<file path="config.mk">
export PLATFORM = sky130hd
export DESIGN_NAME = video_top
export DESIGN_NICKNAME = d
export VERILOG_FILES = /design/src/video_pkg.sv /design/src/video_if.sv /design/src/dram_fetch.sv /design/src/pixel_shifter.sv /design/src/raster_counter.sv /design/src/video_mode.sv /design/src/video_top.sv
export SDC_FILE = /design/constraint.sdc
export NUM_CORES = 1
export LEC_CHECK = 0
export ABC_AREA = 0
export BUFFER_PORTS_ARGS = -buffer_cell sky130_fd_sc_hd__clkbuf_2
export CAP_MARGIN = 25
export CORE_MARGIN = 2
export CORE_UTILIZATION = 64
export CTS_CLUSTER_DIAMETER = 50
export CTS_CLUSTER_SIZE = 8
export DETAILED_ROUTE_END_ITERATION = 8
export GPL_ROUTABILITY_DRIVEN = 0
export GPL_TIMING_DRIVEN = 0
export PLACE_DENSITY = 0.88
export SLEW_MARGIN = 10
export SYNTH_ARGS = -nofsm -noshare
export SYNTH_HDL_FRONTEND = slang
export SYNTH_SLANG_ARGS = --single-unit
</file>
<file path="constraint.sdc">
create_clock -name clk -period 7.4 [get_ports clk]
set_clock_uncertainty 0.15 [all_clocks]
set_input_delay 0.37 -clock clk [delete_from_list [all_inputs] [get_ports clk]]
set_output_delay 0.37 -clock clk [all_outputs]
set_load 0.01 [all_outputs]
</file>
<file path="src/video_pkg.sv">
// video fetch path package with mode encodings, raster tables and frame constants

package video_pkg;

    // frame geometry
    localparam int CNT_W      = 9;
    localparam int H_TOTAL    = 448;
    localparam int V_TOTAL    = 320;
    localparam int FETCH_STEP = 8;

    // DRAM word interface
    localparam int ADDR_W = 21;
    localparam int DATA_W = 16;

    // video mode, vconfig[2:0]
    typedef enum logic [2:0] {
        zx   = 3'd0,
        giga = 3'd1,
        m02  = 3'd2,
        m03  = 3'd3,
        m04  = 3'd4,
        m05  = 3'd5,
        hc   = 3'd6,
        text = 3'd7
    } mode_e;

    // raster resolution, vconfig[4:3]
    typedef logic [1:0] rres_t;

    // bits per pixel fetched from DRAM
    typedef enum logic [1:0] {
        bw1 = 2'b00,
        bw2 = 2'b01,
        bw4 = 2'b10,
        bw8 = 2'b11
    } bw_e;

    typedef enum logic [1:0] {
        r_zx = 2'h0,
        r_hc = 2'h1,
        r_02 = 2'h2,
        r_03 = 2'h3
    } render_e;

    // visible window per raster resolution
    localparam logic [CNT_W-1:0] HP_BEG [4] = '{9'd140, 9'd108, 9'd108, 9'd88};
    localparam logic [CNT_W-1:0] HP_END [4] = '{9'd396, 9'd428, 9'd428, 9'd448};
    localparam logic [CNT_W-1:0] VP_BEG [4] = '{9'd80, 9'd76, 9'd56, 9'd32};
    localparam logic [CNT_W-1:0] VP_END [4] = '{9'd272, 9'd276, 9'd296, 9'd320};

    // per mode decode, indexed by mode_e
    localparam bw_e BW_TBL [8] = '{bw1, bw2, bw2, bw4, bw8, bw2, bw4, bw4};
    localparam logic [7:0] HIRES_MASK = 8'b1010_0000;
    localparam render_e RENDER_TBL [8] = '{r_zx, r_zx, r_zx, r_zx, r_zx, r_zx, r_hc, r_zx};

    // fetch runs ahead of the visible window by these offsets
    localparam logic [CNT_W-1:0] GO_BEG_OFS [8] =
        '{9'd16, 9'd16, 9'd16, 9'd16, 9'd16, 9'd8, 9'd16, 9'd8};
    localparam logic [CNT_W-1:0] GO_END_OFS [8] =
        '{9'd18, 9'd18, 9'd18, 9'd18, 9'd18, 9'd10, 9'd18, 9'd10};

endpackage

</file>
<file path="src/video_if.sv">
// raster position and fetch slot interfaces between the video stages

`timescale 1ns/10ps

interface raster_if;
    import video_pkg::*;

    logic [CNT_W-1:0] cnt_col;
    logic [CNT_W-1:0] cnt_row;
    logic             line_start;
    logic             frame_start;

    modport src (output cnt_col, cnt_row, line_start, frame_start);
    modport dst (input cnt_col, cnt_row, line_start, frame_start);
endinterface

interface fetch_if;
    import video_pkg::*;

    logic              slot;
    logic [ADDR_W-1:0] addr;
    bw_e               bw;
    render_e           render;

    // no ready, slots are spaced by FETCH_STEP
    modport src (output slot, addr, bw, render);
    modport dst (input slot, addr, bw, render);
endinterface

</file>
<file path="src/dram_fetch.sv">
// DRAM fetch stage with a two entry request queue and word forwarding

`timescale 1ns/10ps

module dram_fetch (
    input  logic                         clk,
    input  logic                         arst_n,
    fetch_if.dst                         fch,
    output logic                         dram_req,
    output logic [video_pkg::ADDR_W-1:0] dram_addr,
    output video_pkg::bw_e               dram_bw,
    input  logic                         dram_ack,
    input  logic [video_pkg::DATA_W-1:0] dram_rdata,
    output logic                         word_valid,
    output logic [video_pkg::DATA_W-1:0] word_data,
    output video_pkg::bw_e               word_bw,
    output logic                         fetch_overrun
);
    import video_pkg::*;

    logic [ADDR_W-1:0] q_addr [2];
    bw_e               q_bw [2];
    logic              wr_ptr;
    logic              rd_ptr;
    logic [1:0]        count;
    logic              full;
    logic              push;
    logic              pop;

    assign full = count == 2'd2;
    assign push = fch.slot && !full;
    assign pop  = dram_req && dram_ack;

    // head of queue is what DRAM sees
    assign dram_req  = count != 2'd0;
    assign dram_addr = q_addr[rd_ptr];
    // idle bus shows the current frame's class
    assign dram_bw   = dram_req ? q_bw[rd_ptr] : fch.bw;

    always_ff @(posedge clk or negedge arst_n) begin
        if (!arst_n) begin
            wr_ptr        <= 1'b0;
            rd_ptr        <= 1'b0;
            count         <= 2'd0;
            fetch_overrun <= 1'b0;
            word_valid    <= 1'b0;
        end else begin
            if (push) begin
                wr_ptr <= ~wr_ptr;
            end
            if (pop) begin
                rd_ptr <= ~rd_ptr;
            end
            case ({push, pop})
                2'b10:   count <= count + 2'd1;
                2'b01:   count <= count - 2'd1;
                default: count <= count;
            endcase
            // sticky until reset
            if (fch.slot && full) begin
                fetch_overrun <= 1'b1;
            end
            word_valid <= pop;
        end
    end

    always_ff @(posedge clk) begin
        if (push) begin
            q_addr[wr_ptr] <= fch.addr;
            q_bw[wr_ptr]   <= fch.bw;
        end
        if (pop) begin
            word_data <= dram_rdata;
            word_bw   <= q_bw[rd_ptr];
        end
    end

    a_addr_hold: assert property (
        @(posedge clk) disable iff (!arst_n)
        dram_req && !dram_ack |=> dram_req && $stable(dram_addr))
        else $error("dram_fetch: request dropped or moved before acknowledge");

endmodule

</file>
<file path="src/pixel_shifter.sv">
// pixel shifter that unpacks DRAM words into pixel codes, one per clock

`timescale 1ns/10ps

module pixel_shifter (
    input  logic                         clk,
    input  logic                         arst_n,
    input  logic                         word_valid,
    input  logic [video_pkg::DATA_W-1:0] word_data,
    input  video_pkg::bw_e               word_bw,
    output logic [7:0]                   pix,
    output logic                         pix_valid
);
    import video_pkg::*;

    logic [DATA_W-1:0]        shreg;
    logic [DATA_W-1:0]        shreg_next;
    bw_e                      cur_bw;
    logic [$clog2(DATA_W):0]  left;
    logic [$clog2(DATA_W):0]  word_pix;

    // pixels per word
    always_comb begin
        case (word_bw)
            bw1:     word_pix = 5'd16;
            bw2:     word_pix = 5'd8;
            bw4:     word_pix = 5'd4;
            default: word_pix = 5'd2;
        endcase
    end

    // msb field out, then shift it away
    always_comb begin
        case (cur_bw)
            bw1: begin
                pix        = {7'b0, shreg[DATA_W-1]};
                shreg_next = shreg << 1;
            end
            bw2: begin
                pix        = {6'b0, shreg[DATA_W-1 -: 2]};
                shreg_next = shreg << 2;
            end
            bw4: begin
                pix        = {4'b0, shreg[DATA_W-1 -: 4]};
                shreg_next = shreg << 4;
            end
            default: begin
                pix        = shreg[DATA_W-1 -: 8];
                shreg_next = shreg << 8;
            end
        endcase
    end

    assign pix_valid = left != '0;

    // a new word overrides whatever is left of the old one
    always_ff @(posedge clk or negedge arst_n) begin
        if (!arst_n) begin
            left <= '0;
        end else if (word_valid) begin
            left <= word_pix;
        end else if (pix_valid) begin
            left <= left - 1'b1;
        end
    end

    always_ff @(posedge clk) begin
        if (word_valid) begin
            shreg  <= word_data;
            cur_bw <= word_bw;
        end else if (pix_valid) begin
            shreg <= shreg_next;
        end
    end

endmodule

</file>
<file path="src/raster_counter.sv">
// raster counter that scans columns and lines and marks line and frame starts

`timescale 1ns/10ps

module raster_counter (
    input  logic  clk,
    input  logic  arst_n,
    raster_if.src ras
);
    import video_pkg::*;

    logic [CNT_W-1:0] col;
    logic [CNT_W-1:0] row;
    logic             col_wrap;
    logic             row_wrap;
    logic             line_start_q;
    logic             frame_start_q;

    assign col_wrap = col == CNT_W'(H_TOTAL - 1);
    assign row_wrap = row == CNT_W'(V_TOTAL - 1);

    always_ff @(posedge clk or negedge arst_n) begin
        if (!arst_n) begin
            col <= '0;
            row <= '0;
        end else begin
            if (col_wrap) begin
                col <= '0;
                if (row_wrap) begin
                    row <= '0;
                end else begin
                    row <= row + 1'b1;
                end
            end else begin
                col <= col + 1'b1;
            end
        end
    end

    // pulses line up with column 0 of the new line
    always_ff @(posedge clk or negedge arst_n) begin
        if (!arst_n) begin
            line_start_q  <= 1'b0;
            frame_start_q <= 1'b0;
        end else begin
            line_start_q  <= col_wrap;
            frame_start_q <= col_wrap && row_wrap;
        end
    end

    assign ras.cnt_col     = col;
    assign ras.cnt_row     = row;
    assign ras.line_start  = line_start_q;
    assign ras.frame_start = frame_start_q;

    a_col_range: assert property (
        @(posedge clk) disable iff (!arst_n) col < CNT_W'(H_TOTAL))
        else $error("raster_counter: column count reached H_TOTAL");

endmodule

</file>
<file path="src/video_mode.sv">
// video mode decoder with frame latched config, fetch window and slot addresses

`timescale 1ns/10ps

module video_mode (
    input  logic               clk,
    input  logic               arst_n,
    input  logic [7:0]         vconfig,
    input  logic [7:0]         scr_page,
    raster_if.dst              ras,
    fetch_if.src               fch,
    output logic               hires,
    output video_pkg::render_e render_mode
);
    import video_pkg::*;

    mode_e             cfg_mode;
    rres_t             cfg_rres;
    logic [7:0]        cfg_page;
    logic              active;
    logic [CNT_W-1:0]  hpix_beg;
    logic [CNT_W-1:0]  hpix_end;
    logic [CNT_W-1:0]  vpix_beg;
    logic [CNT_W-1:0]  vpix_end;
    logic [CNT_W-1:0]  go_beg;
    logic [CNT_W-1:0]  go_end;
    logic [CNT_W-1:0]  col_ofs;
    logic [CNT_W-1:0]  win_row;
    logic              in_vwin;
    logic              hit;
    logic [7:0]        slot_idx;
    logic [21:0]       addr_gfx;
    logic [21:0]       addr_atr;
    logic [ADDR_W-1:0] addr_zx;
    logic [ADDR_W-1:0] addr_hc;
    logic              slot_q;
    logic [ADDR_W-1:0] addr_q;

    // config only moves at frame start
    always_ff @(posedge clk or negedge arst_n) begin
        if (!arst_n) begin
            cfg_mode <= zx;
            cfg_rres <= '0;
            cfg_page <= '0;
            active   <= 1'b0;
        end else if (ras.frame_start) begin
            cfg_mode <= mode_e'(vconfig[2:0]);
            cfg_rres <= vconfig[4:3];
            cfg_page <= scr_page;
            active   <= 1'b1;
        end
    end

    assign hpix_beg = HP_BEG[cfg_rres];
    assign hpix_end = HP_END[cfg_rres];
    assign vpix_beg = VP_BEG[cfg_rres];
    assign vpix_end = VP_END[cfg_rres];
    assign go_beg   = hpix_beg - GO_BEG_OFS[cfg_mode];
    assign go_end   = hpix_end - GO_END_OFS[cfg_mode];

    assign hires       = HIRES_MASK[cfg_mode];
    assign render_mode = RENDER_TBL[cfg_mode];

    // slot every FETCH_STEP columns inside the fetch window
    assign col_ofs = ras.cnt_col - go_beg;
    assign win_row = ras.cnt_row - vpix_beg;
    assign in_vwin = (ras.cnt_row >= vpix_beg) && (ras.cnt_row < vpix_end);
    assign hit     = active && in_vwin
                     && (ras.cnt_col >= go_beg) && (ras.cnt_col < go_end)
                     && ((col_ofs & CNT_W'(FETCH_STEP - 1)) == '0);

    // ZX screen, even slots fetch pixels, odd slots fetch attributes
    assign addr_gfx = {cfg_page, 1'b0, win_row[7:6], win_row[2:0], win_row[5:3],
                       slot_idx[4:0]};
    assign addr_atr = {cfg_page, 4'b0110, win_row[7:3], slot_idx[4:0]};
    assign addr_zx  = slot_idx[0] ? addr_atr[21:1] : addr_gfx[21:1];

    // 256c is linear
    assign addr_hc = {cfg_page[7:4], win_row, slot_idx};

    always_ff @(posedge clk or negedge arst_n) begin
        if (!arst_n) begin
            slot_q   <= 1'b0;
            slot_idx <= '0;
        end else begin
            slot_q <= hit;
            if (ras.line_start) begin
                slot_idx <= '0;
            end else if (hit) begin
                slot_idx <= slot_idx + 8'd1;
            end
        end
    end

    always_ff @(posedge clk) begin
        if (hit) begin
            addr_q <= (cfg_mode == hc) ? addr_hc : addr_zx;
        end
    end

    assign fch.slot   = slot_q;
    assign fch.addr   = addr_q;
    assign fch.bw     = BW_TBL[cfg_mode];
    assign fch.render = render_mode;

    // dram_fetch has no ready and relies on this spacing
    a_slot_gap: assert property (
        @(posedge clk) disable iff (!arst_n) slot_q |=> !slot_q [*FETCH_STEP-1])
        else $error("video_mode: fetch slots closer than FETCH_STEP");

endmodule

</file>
<file path="src/video_top.sv">
// video fetch path top with raster, mode decode, DRAM fetch and pixel unpack

`timescale 1ns/10ps

module video_top (
    input  logic                         clk,
    input  logic                         arst_n,
    input  logic [7:0]                   vconfig,
    input  logic [7:0]                   scr_page,
    output logic                         dram_req,
    output logic [video_pkg::ADDR_W-1:0] dram_addr,
    output video_pkg::bw_e               dram_bw,
    input  logic                         dram_ack,
    input  logic [video_pkg::DATA_W-1:0] dram_rdata,
    output logic [7:0]                   pix,
    output logic                         pix_valid,
    output logic                         hires,
    output video_pkg::render_e           render_mode,
    output logic                         frame_start,
    output logic                         fetch_overrun
);
    import video_pkg::*;

    logic              word_valid;
    logic [DATA_W-1:0] word_data;
    bw_e               word_bw;

    raster_if ras ();
    fetch_if  fch ();

    raster_counter raster_counter_inst (
        .clk    (clk),
        .arst_n (arst_n),
        .ras    (ras)
    );

    video_mode video_mode_inst (
        .clk         (clk),
        .arst_n      (arst_n),
        .vconfig     (vconfig),
        .scr_page    (scr_page),
        .ras         (ras),
        .fch         (fch),
        .hires       (hires),
        .render_mode (render_mode)
    );

    dram_fetch dram_fetch_inst (
        .clk           (clk),
        .arst_n        (arst_n),
        .fch           (fch),
        .dram_req      (dram_req),
        .dram_addr     (dram_addr),
        .dram_bw       (dram_bw),
        .dram_ack      (dram_ack),
        .dram_rdata    (dram_rdata),
        .word_valid    (word_valid),
        .word_data     (word_data),
        .word_bw       (word_bw),
        .fetch_overrun (fetch_overrun)
    );

    pixel_shifter pixel_shifter_inst (
        .clk        (clk),
        .arst_n     (arst_n),
        .word_valid (word_valid),
        .word_data  (word_data),
        .word_bw    (word_bw),
        .pix        (pix),
        .pix_valid  (pix_valid)
    );

    assign frame_start = ras.frame_start;

endmodule

</file>
* Word-level counts from Yosys, hierarchy flattened *
Memory sizes are Yosys's and may differ from the RTL's.
Cells that the tools add are included.

cells by class
  bitwise gates (word level) = 4
  $add $sub $neg = 10
  equality and inequality tests = 10
  reduce and logical (&&, ||, !) cells = 18
  order comparisons = 7
  mux-type cells = 38

operators by type and width
  operator             count
  $mux 9               14
  $bmux 9 s2           4
  $pmux 16 s3          1
  $mux 16              2
  $sub 9x9->9          3
  $pmux 8 s3           1
  $add 9x1->9 const B  2
  $eq 9x9->1 const B   2
  $ge 9x9->1           2
  $lt 9x9->1           2
  $mux 17              1
  $mux 8               2
  $pmux 5 s3           1
  $mux 12              1
  $mux 2               5
  $mux 5               2
  $logic_and 1x1->1    9
  $logic_not 9->1      1
  $add 8x1->8 const B  1
  $eq 2x2->1 const B   4
  $reduce_bool 2->1    4
  $eq 2x1->1 const B   3
  $reduce_bool 5->1    1
  $sub 5x1->5 const B  1
  14 further kinds     18

word-level totals
  output and inout port bits = 38
  memories kept = 7
  bits in writable memories = 46
  word-level logic and storage cells = 115
  register bits after elaboration = 111
  ROM bits = 184
  input port bits = 35

memories
  name                    depth  width  read ports  clocked after memory_dff  wr ports  line               RTL
  (name not given)        8      9      1           0                         0         video_mode.sv:58   assign go_beg = hpix_beg - GO_BEG_OFS[cfg_mode];
  (name not given)        8      9      1           0                         0         video_mode.sv:59   assign go_end = hpix_end - GO_END_OFS[cfg_mode];
  dram_fetch_inst.q_addr  2      21     1           0                         1         dram_fetch.sv:21   logic [ADDR_W-1:0] q_addr [2];
  (name not given)        8      2      1           0                         0         video_mode.sv:62   assign render_mode = RENDER_TBL[cfg_mode];
  (name not given)        8      2      1           0                         0         video_mode.sv:103  assign fch.bw = BW_TBL[cfg_mode];
  (name not given)        8      1      1           0                         0         video_mode.sv:61   assign hires = HIRES_MASK[cfg_mode];
  1 more memories         -      -      -           -                         -         -

* Longest topological paths before layout *
  word-level depth = 12
  gate-level depth with buffers = 14
  mapped depth without buffers = 12

* Modules after synthesis *
From an unflattened synthesis, not the netlist that was laid out.

unflattened totals
  cell total of the unflattened synthesis = 614
  area, all modules = 7718.7 µm²

modules (own cells, without submodules)
  module          cells each  sequential area each (µm²)  times used  area each (µm²)
  video_mode      274         1206.2                      1           2768.9
  dram_fetch      114         2072.0                      1           2512.4
  pixel_shifter   140         665.6                       1           1492.7
  raster_counter  86          500.5                       1           944.7

* Worst setup path before layout *
No wires, ideal clock.

  path kind = register to register
  from = register video_mode_inst.cfg_rres[1]
  to = register video_mode_inst.addr_q[0], in the netlist video_mode_inst.fch.addr[0] (enable)
  arrival time = 3.382 ns
  required time = 6.850 ns
  period minus slack after synthesis = 3.932 ns
  setup time = 0.400 ns
  buffers on the path = 1
  cell stages (with the launch flop) = 12
  path slack = 3.468 ns
  cells stage by stage = dfrtp_1 -> ha_1 -> inv_1 -> ha_1 -> a22o_1 -> a21boi_0 -> ha_1 -> o21ai_0 -> a211oi_4 -> a311o_1 -> buf_4 -> nor2_1

on the way
  longest elaborated chain between the ends = 10
  elaborated cells between the ends (all ways) = 26
  those cells by class = 3 x add/sub; 4 x order compare; 12 x mux; 1 x bitwise; 6 x reduce/logical

RTL lines
  what                                                 line              RTL
  from (decl)                                          video_mode.sv:18  rres_t cfg_rres;
  from (signal assigned)                               video_mode.sv:48  cfg_rres <= vconfig[4:3];
  $not 2->3 (not written as such) (*)                  -
  branches (longest 8 deep; another with $sub 9x9->9)  -
  $logic_and 1x1->1 (*)                                video_mode.sv:70  && ((col_ofs & CNT_W'(FETCH_STEP - 1)) == '0);
  named net video_mode_inst.hit                        video_mode.sv:30  logic hit;
  to (signal assigned)                                 video_mode.sv:97  addr_q <= (cfg_mode == hc) ? addr_hc : addr_zx;
  to (decl)                                            video_mode.sv:37  logic [ADDR_W-1:0] addr_q;

Mark *: on every way through the listed nets, which the timed path passes. The select of a mux whose other input is x is not followed.
A chain may end at the register's enable or synchronous reset.

* Final worst setup path *
  from = register video_mode_inst.cfg_rres[0]
  to = register video_mode_inst.addr_q[20], in the netlist video_mode_inst.fch.addr[20] (enable)

Same word-level chain as after synthesis.

==> impl_metrics.ini <==
[status]
outcome = complete, no violations

[power_and_ir_drop]
pwr_density_cell_mw_per_mm2 = 269
ir_drop_mv = 0.305
p_leak_nw = 3.62

[clock_tree]
tritoncts = built
cts_setup_buffers = 0
clock_insertion_delay_worst_skew_ns = 0.42
cts_buffer_depth = 2
cts_hold_buffers = 17
root_buffer = clkbuf_16
cts_resized = 0
htreeDepth = 4
numCtsBuffers = 17
clkTransAtPathRegs_ns = 0.06
cts.sinks = 157

[setup_path]
crit_type = flip-flop to flip-flop
endpoint_kind = flip-flop
required_ns = 7.38
cp_max_fo = 17
worst_setup_path_start_kind = flip-flop
arrival_ns = 3.83

[timing]
drv_slew = 0
hold_viol = 0
fin_setup_tns_ns = 0
grt_setup_unrepaired = false
fmax_mhz = 260
setup_ws_ns = 3.55
max_slew_margin_pct = 46.1
min_period_ns = 3.85
fin_hold_ws_ns = 0.0227
worst_pin_slew_ns = 0.808
setup_violations = 0
final.period_utilization_pct = 52.0

[layout]
antenna_cells = 0
final_cells = 846
synthToLayoutAreaGrowth_pct = 17.2
nets = 764
fin_area_mm2 = 0.00887
drive_gt1_share_pct = 25.7
layout_commonest_cell = edfxtp_1
num-fill-cells = 670
final_cell_mix = 103 x edfxtp_1, 68 x clkbuf_2, 55 x nand2_1, 54 x dfrtp_1, 49 x mux2_2

[synthesis]
ys.warnings.count = 0
ys.flop_type = edfxtp_1
synth_edf_count = 103
yosysSeqAreaShare_pct = 58.7
ys_ff_latch = 157
avgSynthCellArea_um2 = 13.0
synthCells = 581
synth_cell_types = 64
synth.net_count = 655
ys_async_sr_fraction_pct = 34.4
synth_area_mm2 = 0.00757

[worst_hold_path]
hold_class = primary input to flip-flop

[global_routing]
grt_overflow = 0
antenna_found_initial = 0
grt_max_degree = 55
grt_usage_pct = 28.3
grt_pass1_vias = 5349
grt_pass1_wl_um = 27300

[drt]
wirelength_um = 16800
ant_nets = 0
wl_per_cell_um = 19.9
dr_total_vias = 5153
viasPerCell = 6.09
drt_iter0_markers = 473
firstDrtPassIters = 5
drc = 0

[place]
dpl.cell_count = 795
pre_cts_slack_ns = 3.56
dp_hpwl_um = 10900
placedInstanceArea_mm2 = 0.00816
io_buffers = 68

[floorplan]
core_area_mm2 = 0.0115
placementRows = 39
die_x_um = 113
pin_count = 73
initial_utilization_pct = 66.0
die_h_um = 113
die-area_mm2 = 0.0127

[job]
maxCapViolations = 0
critical path, cell delays in order, from the launching register on:
cell      delay (ns)
dfrtp_1         0.44
ha_1            0.22
inv_1           0.21
ha_1            0.30
a22o_1          0.16
a21boi_0        0.09
ha_1            0.27
o21ai_0         0.40
a211oi_4        0.09
a311o_1         0.44
buf_4           0.21
nor2_2          0.36
buf_16          0.21
flip-flops by register name, summed over array words and instances, names as in the netlist:
| signal | cells |
|---|---|
| video_mode_inst.fch.slot | 1 |
| video_mode_inst.active | 1 |
| video_mode_inst.slot_idx | 8 |
| dram_fetch_inst.wr_ptr | 1 |
| raster_counter_inst.ras.frame_start | 1 |
| pixel_shifter_inst.shreg | 16 |
| dram_fetch_inst.word_valid | 1 |
| video_mode_inst.cfg_mode | 3 |
| raster_counter_inst.ras.line_start | 1 |
| video_mode_inst.cfg_rres | 2 |
| dram_fetch_inst.word_data | 16 |
| raster_counter_inst.ras.cnt_col | 9 |
| pixel_shifter_inst.cur_bw | 2 |
| video_mode_inst.fch.addr | 21 |
| dram_fetch_inst.count | 2 |
| dram_fetch_inst.fetch_overrun | 1 |
| dram_fetch_inst.rd_ptr | 1 |
| dram_fetch_inst.q_addr | 42 |
| dram_fetch_inst.q_bw | 4 |
| raster_counter_inst.ras.cnt_row | 9 |
| dram_fetch_inst.word_bw | 2 |
| pixel_shifter_inst.left | 5 |
| video_mode_inst.cfg_page | 8 |
through the flow:
step	util, %	power [mW]
CTS	77.2	2.36
global route	77.3	2.47
finish	77.3	2.39
detailed placement	71.1	1.58
floorplan	-	1.42
global placement	70.5	1.53
worst paths after layout:
check / startpoint / endpoint / slack, ns / depth (start not counted)
worst max-delay path: video_mode_inst.cfg_rres[0] / video_mode_inst.fch.addr[20] / 3.55 / 12
worst min-delay path: vconfig[0] / video_mode_inst.cfg_mode[0] / 0.02 / 3
worst max register to register: video_mode_inst.cfg_rres[0] / video_mode_inst.fch.addr[20] / 3.55 / 12
worst min register to register: video_mode_inst.fch.addr[0] / dram_fetch_inst.q_addr[1][0] / 0.30 / 0
max in group asynchronous: arst_n / raster_counter_inst.ras.cnt_col[7] / 6.16 / 2
min in group asynchronous: arst_n / video_mode_inst.slot_idx[2] / 0.44 / 2
power breakdown:
| part | switching [mW] | total (mW) | internal, mW |
|---|---|---|---|
| sequential | 0.0865 | 1.13 | 1.05 |
| combinational | 0.250 | 0.470 | 0.219 |
| clock | 0.355 | 0.783 | 0.427 |
cell type report:
type	instances	area [um2]	share of cell area (%)
sequential	157	4440	50.1
multi-input combinational	370	2890	32.6
timing repair buffer	90	591	6.66
clock buffer	18	429	4.84
tap	143	179	2.02
buffer	26	138	1.55
inverter	28	105	1.19
clock inverter	14	93.8	1.06
synthesized netlist by cell type, types with 2 or more instances:
library cell,number,area share (%)
o22ai_1,3,0.25
a21oi_1,18,1.2
nor2b_1,7,0.58
xor2_1,6,0.69
nand2b_1,5,0.41
nand4_1,4,0.33
conb_1,2,0.099
and3_1,10,0.83
o32ai_1,2,0.23
o21ai_0,24,1.6
nor2_1,29,1.4
nand2_1,55,2.7
clkbuf_1,16,0.79
a211oi_1,2,0.20
buf_6,2,0.30
edfxtp_1,103,41
nand4b_1,2,0.23
dfrtp_1,54,18
or2_2,2,0.17
a21o_1,2,0.20
a41oi_1,2,0.23
o31ai_1,9,0.89
mux2i_1,9,1.2
buf_1,2,0.099
buf_4,4,0.40
xnor2_1,18,2.1
or3_1,3,0.25
mux4_2,9,2.7
ha_1,39,6.4
mux2_2,49,7.3
o21a_1,2,0.20
inv_2,2,0.099
a22o_1,2,0.23
a31oi_1,2,0.17
or4_1,6,0.60
nor3_1,5,0.33
inv_1,25,1.2
nand3_1,18,1.2
nand3b_1,2,0.20
metal layers:
metal  vias up  global-route usage [%]  routed length (um)
met3        49                    7.18                1180
met5         -                       0                   0
li1       2341                       -                   -
met2       243                    45.2                8300
met1      2520                    36.3                6720
met4         0                    14.4                 625
cells by family (layout without fill, tap and decap cells):
logic type	count (synthesis)	count (layout)	synth area share [%]
AND/OR/NAND/NOR	154	154	9.87
flip-flops	157	157	58.7
buffers and inverters	54	176	3.21
AO/OA/AOI/OAI	80	80	6.86
multiplexers	68	68	11.3
other	2	2	0.0992
XOR/XNOR	26	26	3.36
adder cells (fa/ha/maj)	40	40	6.58
Power figures use the tool's default switching activity.
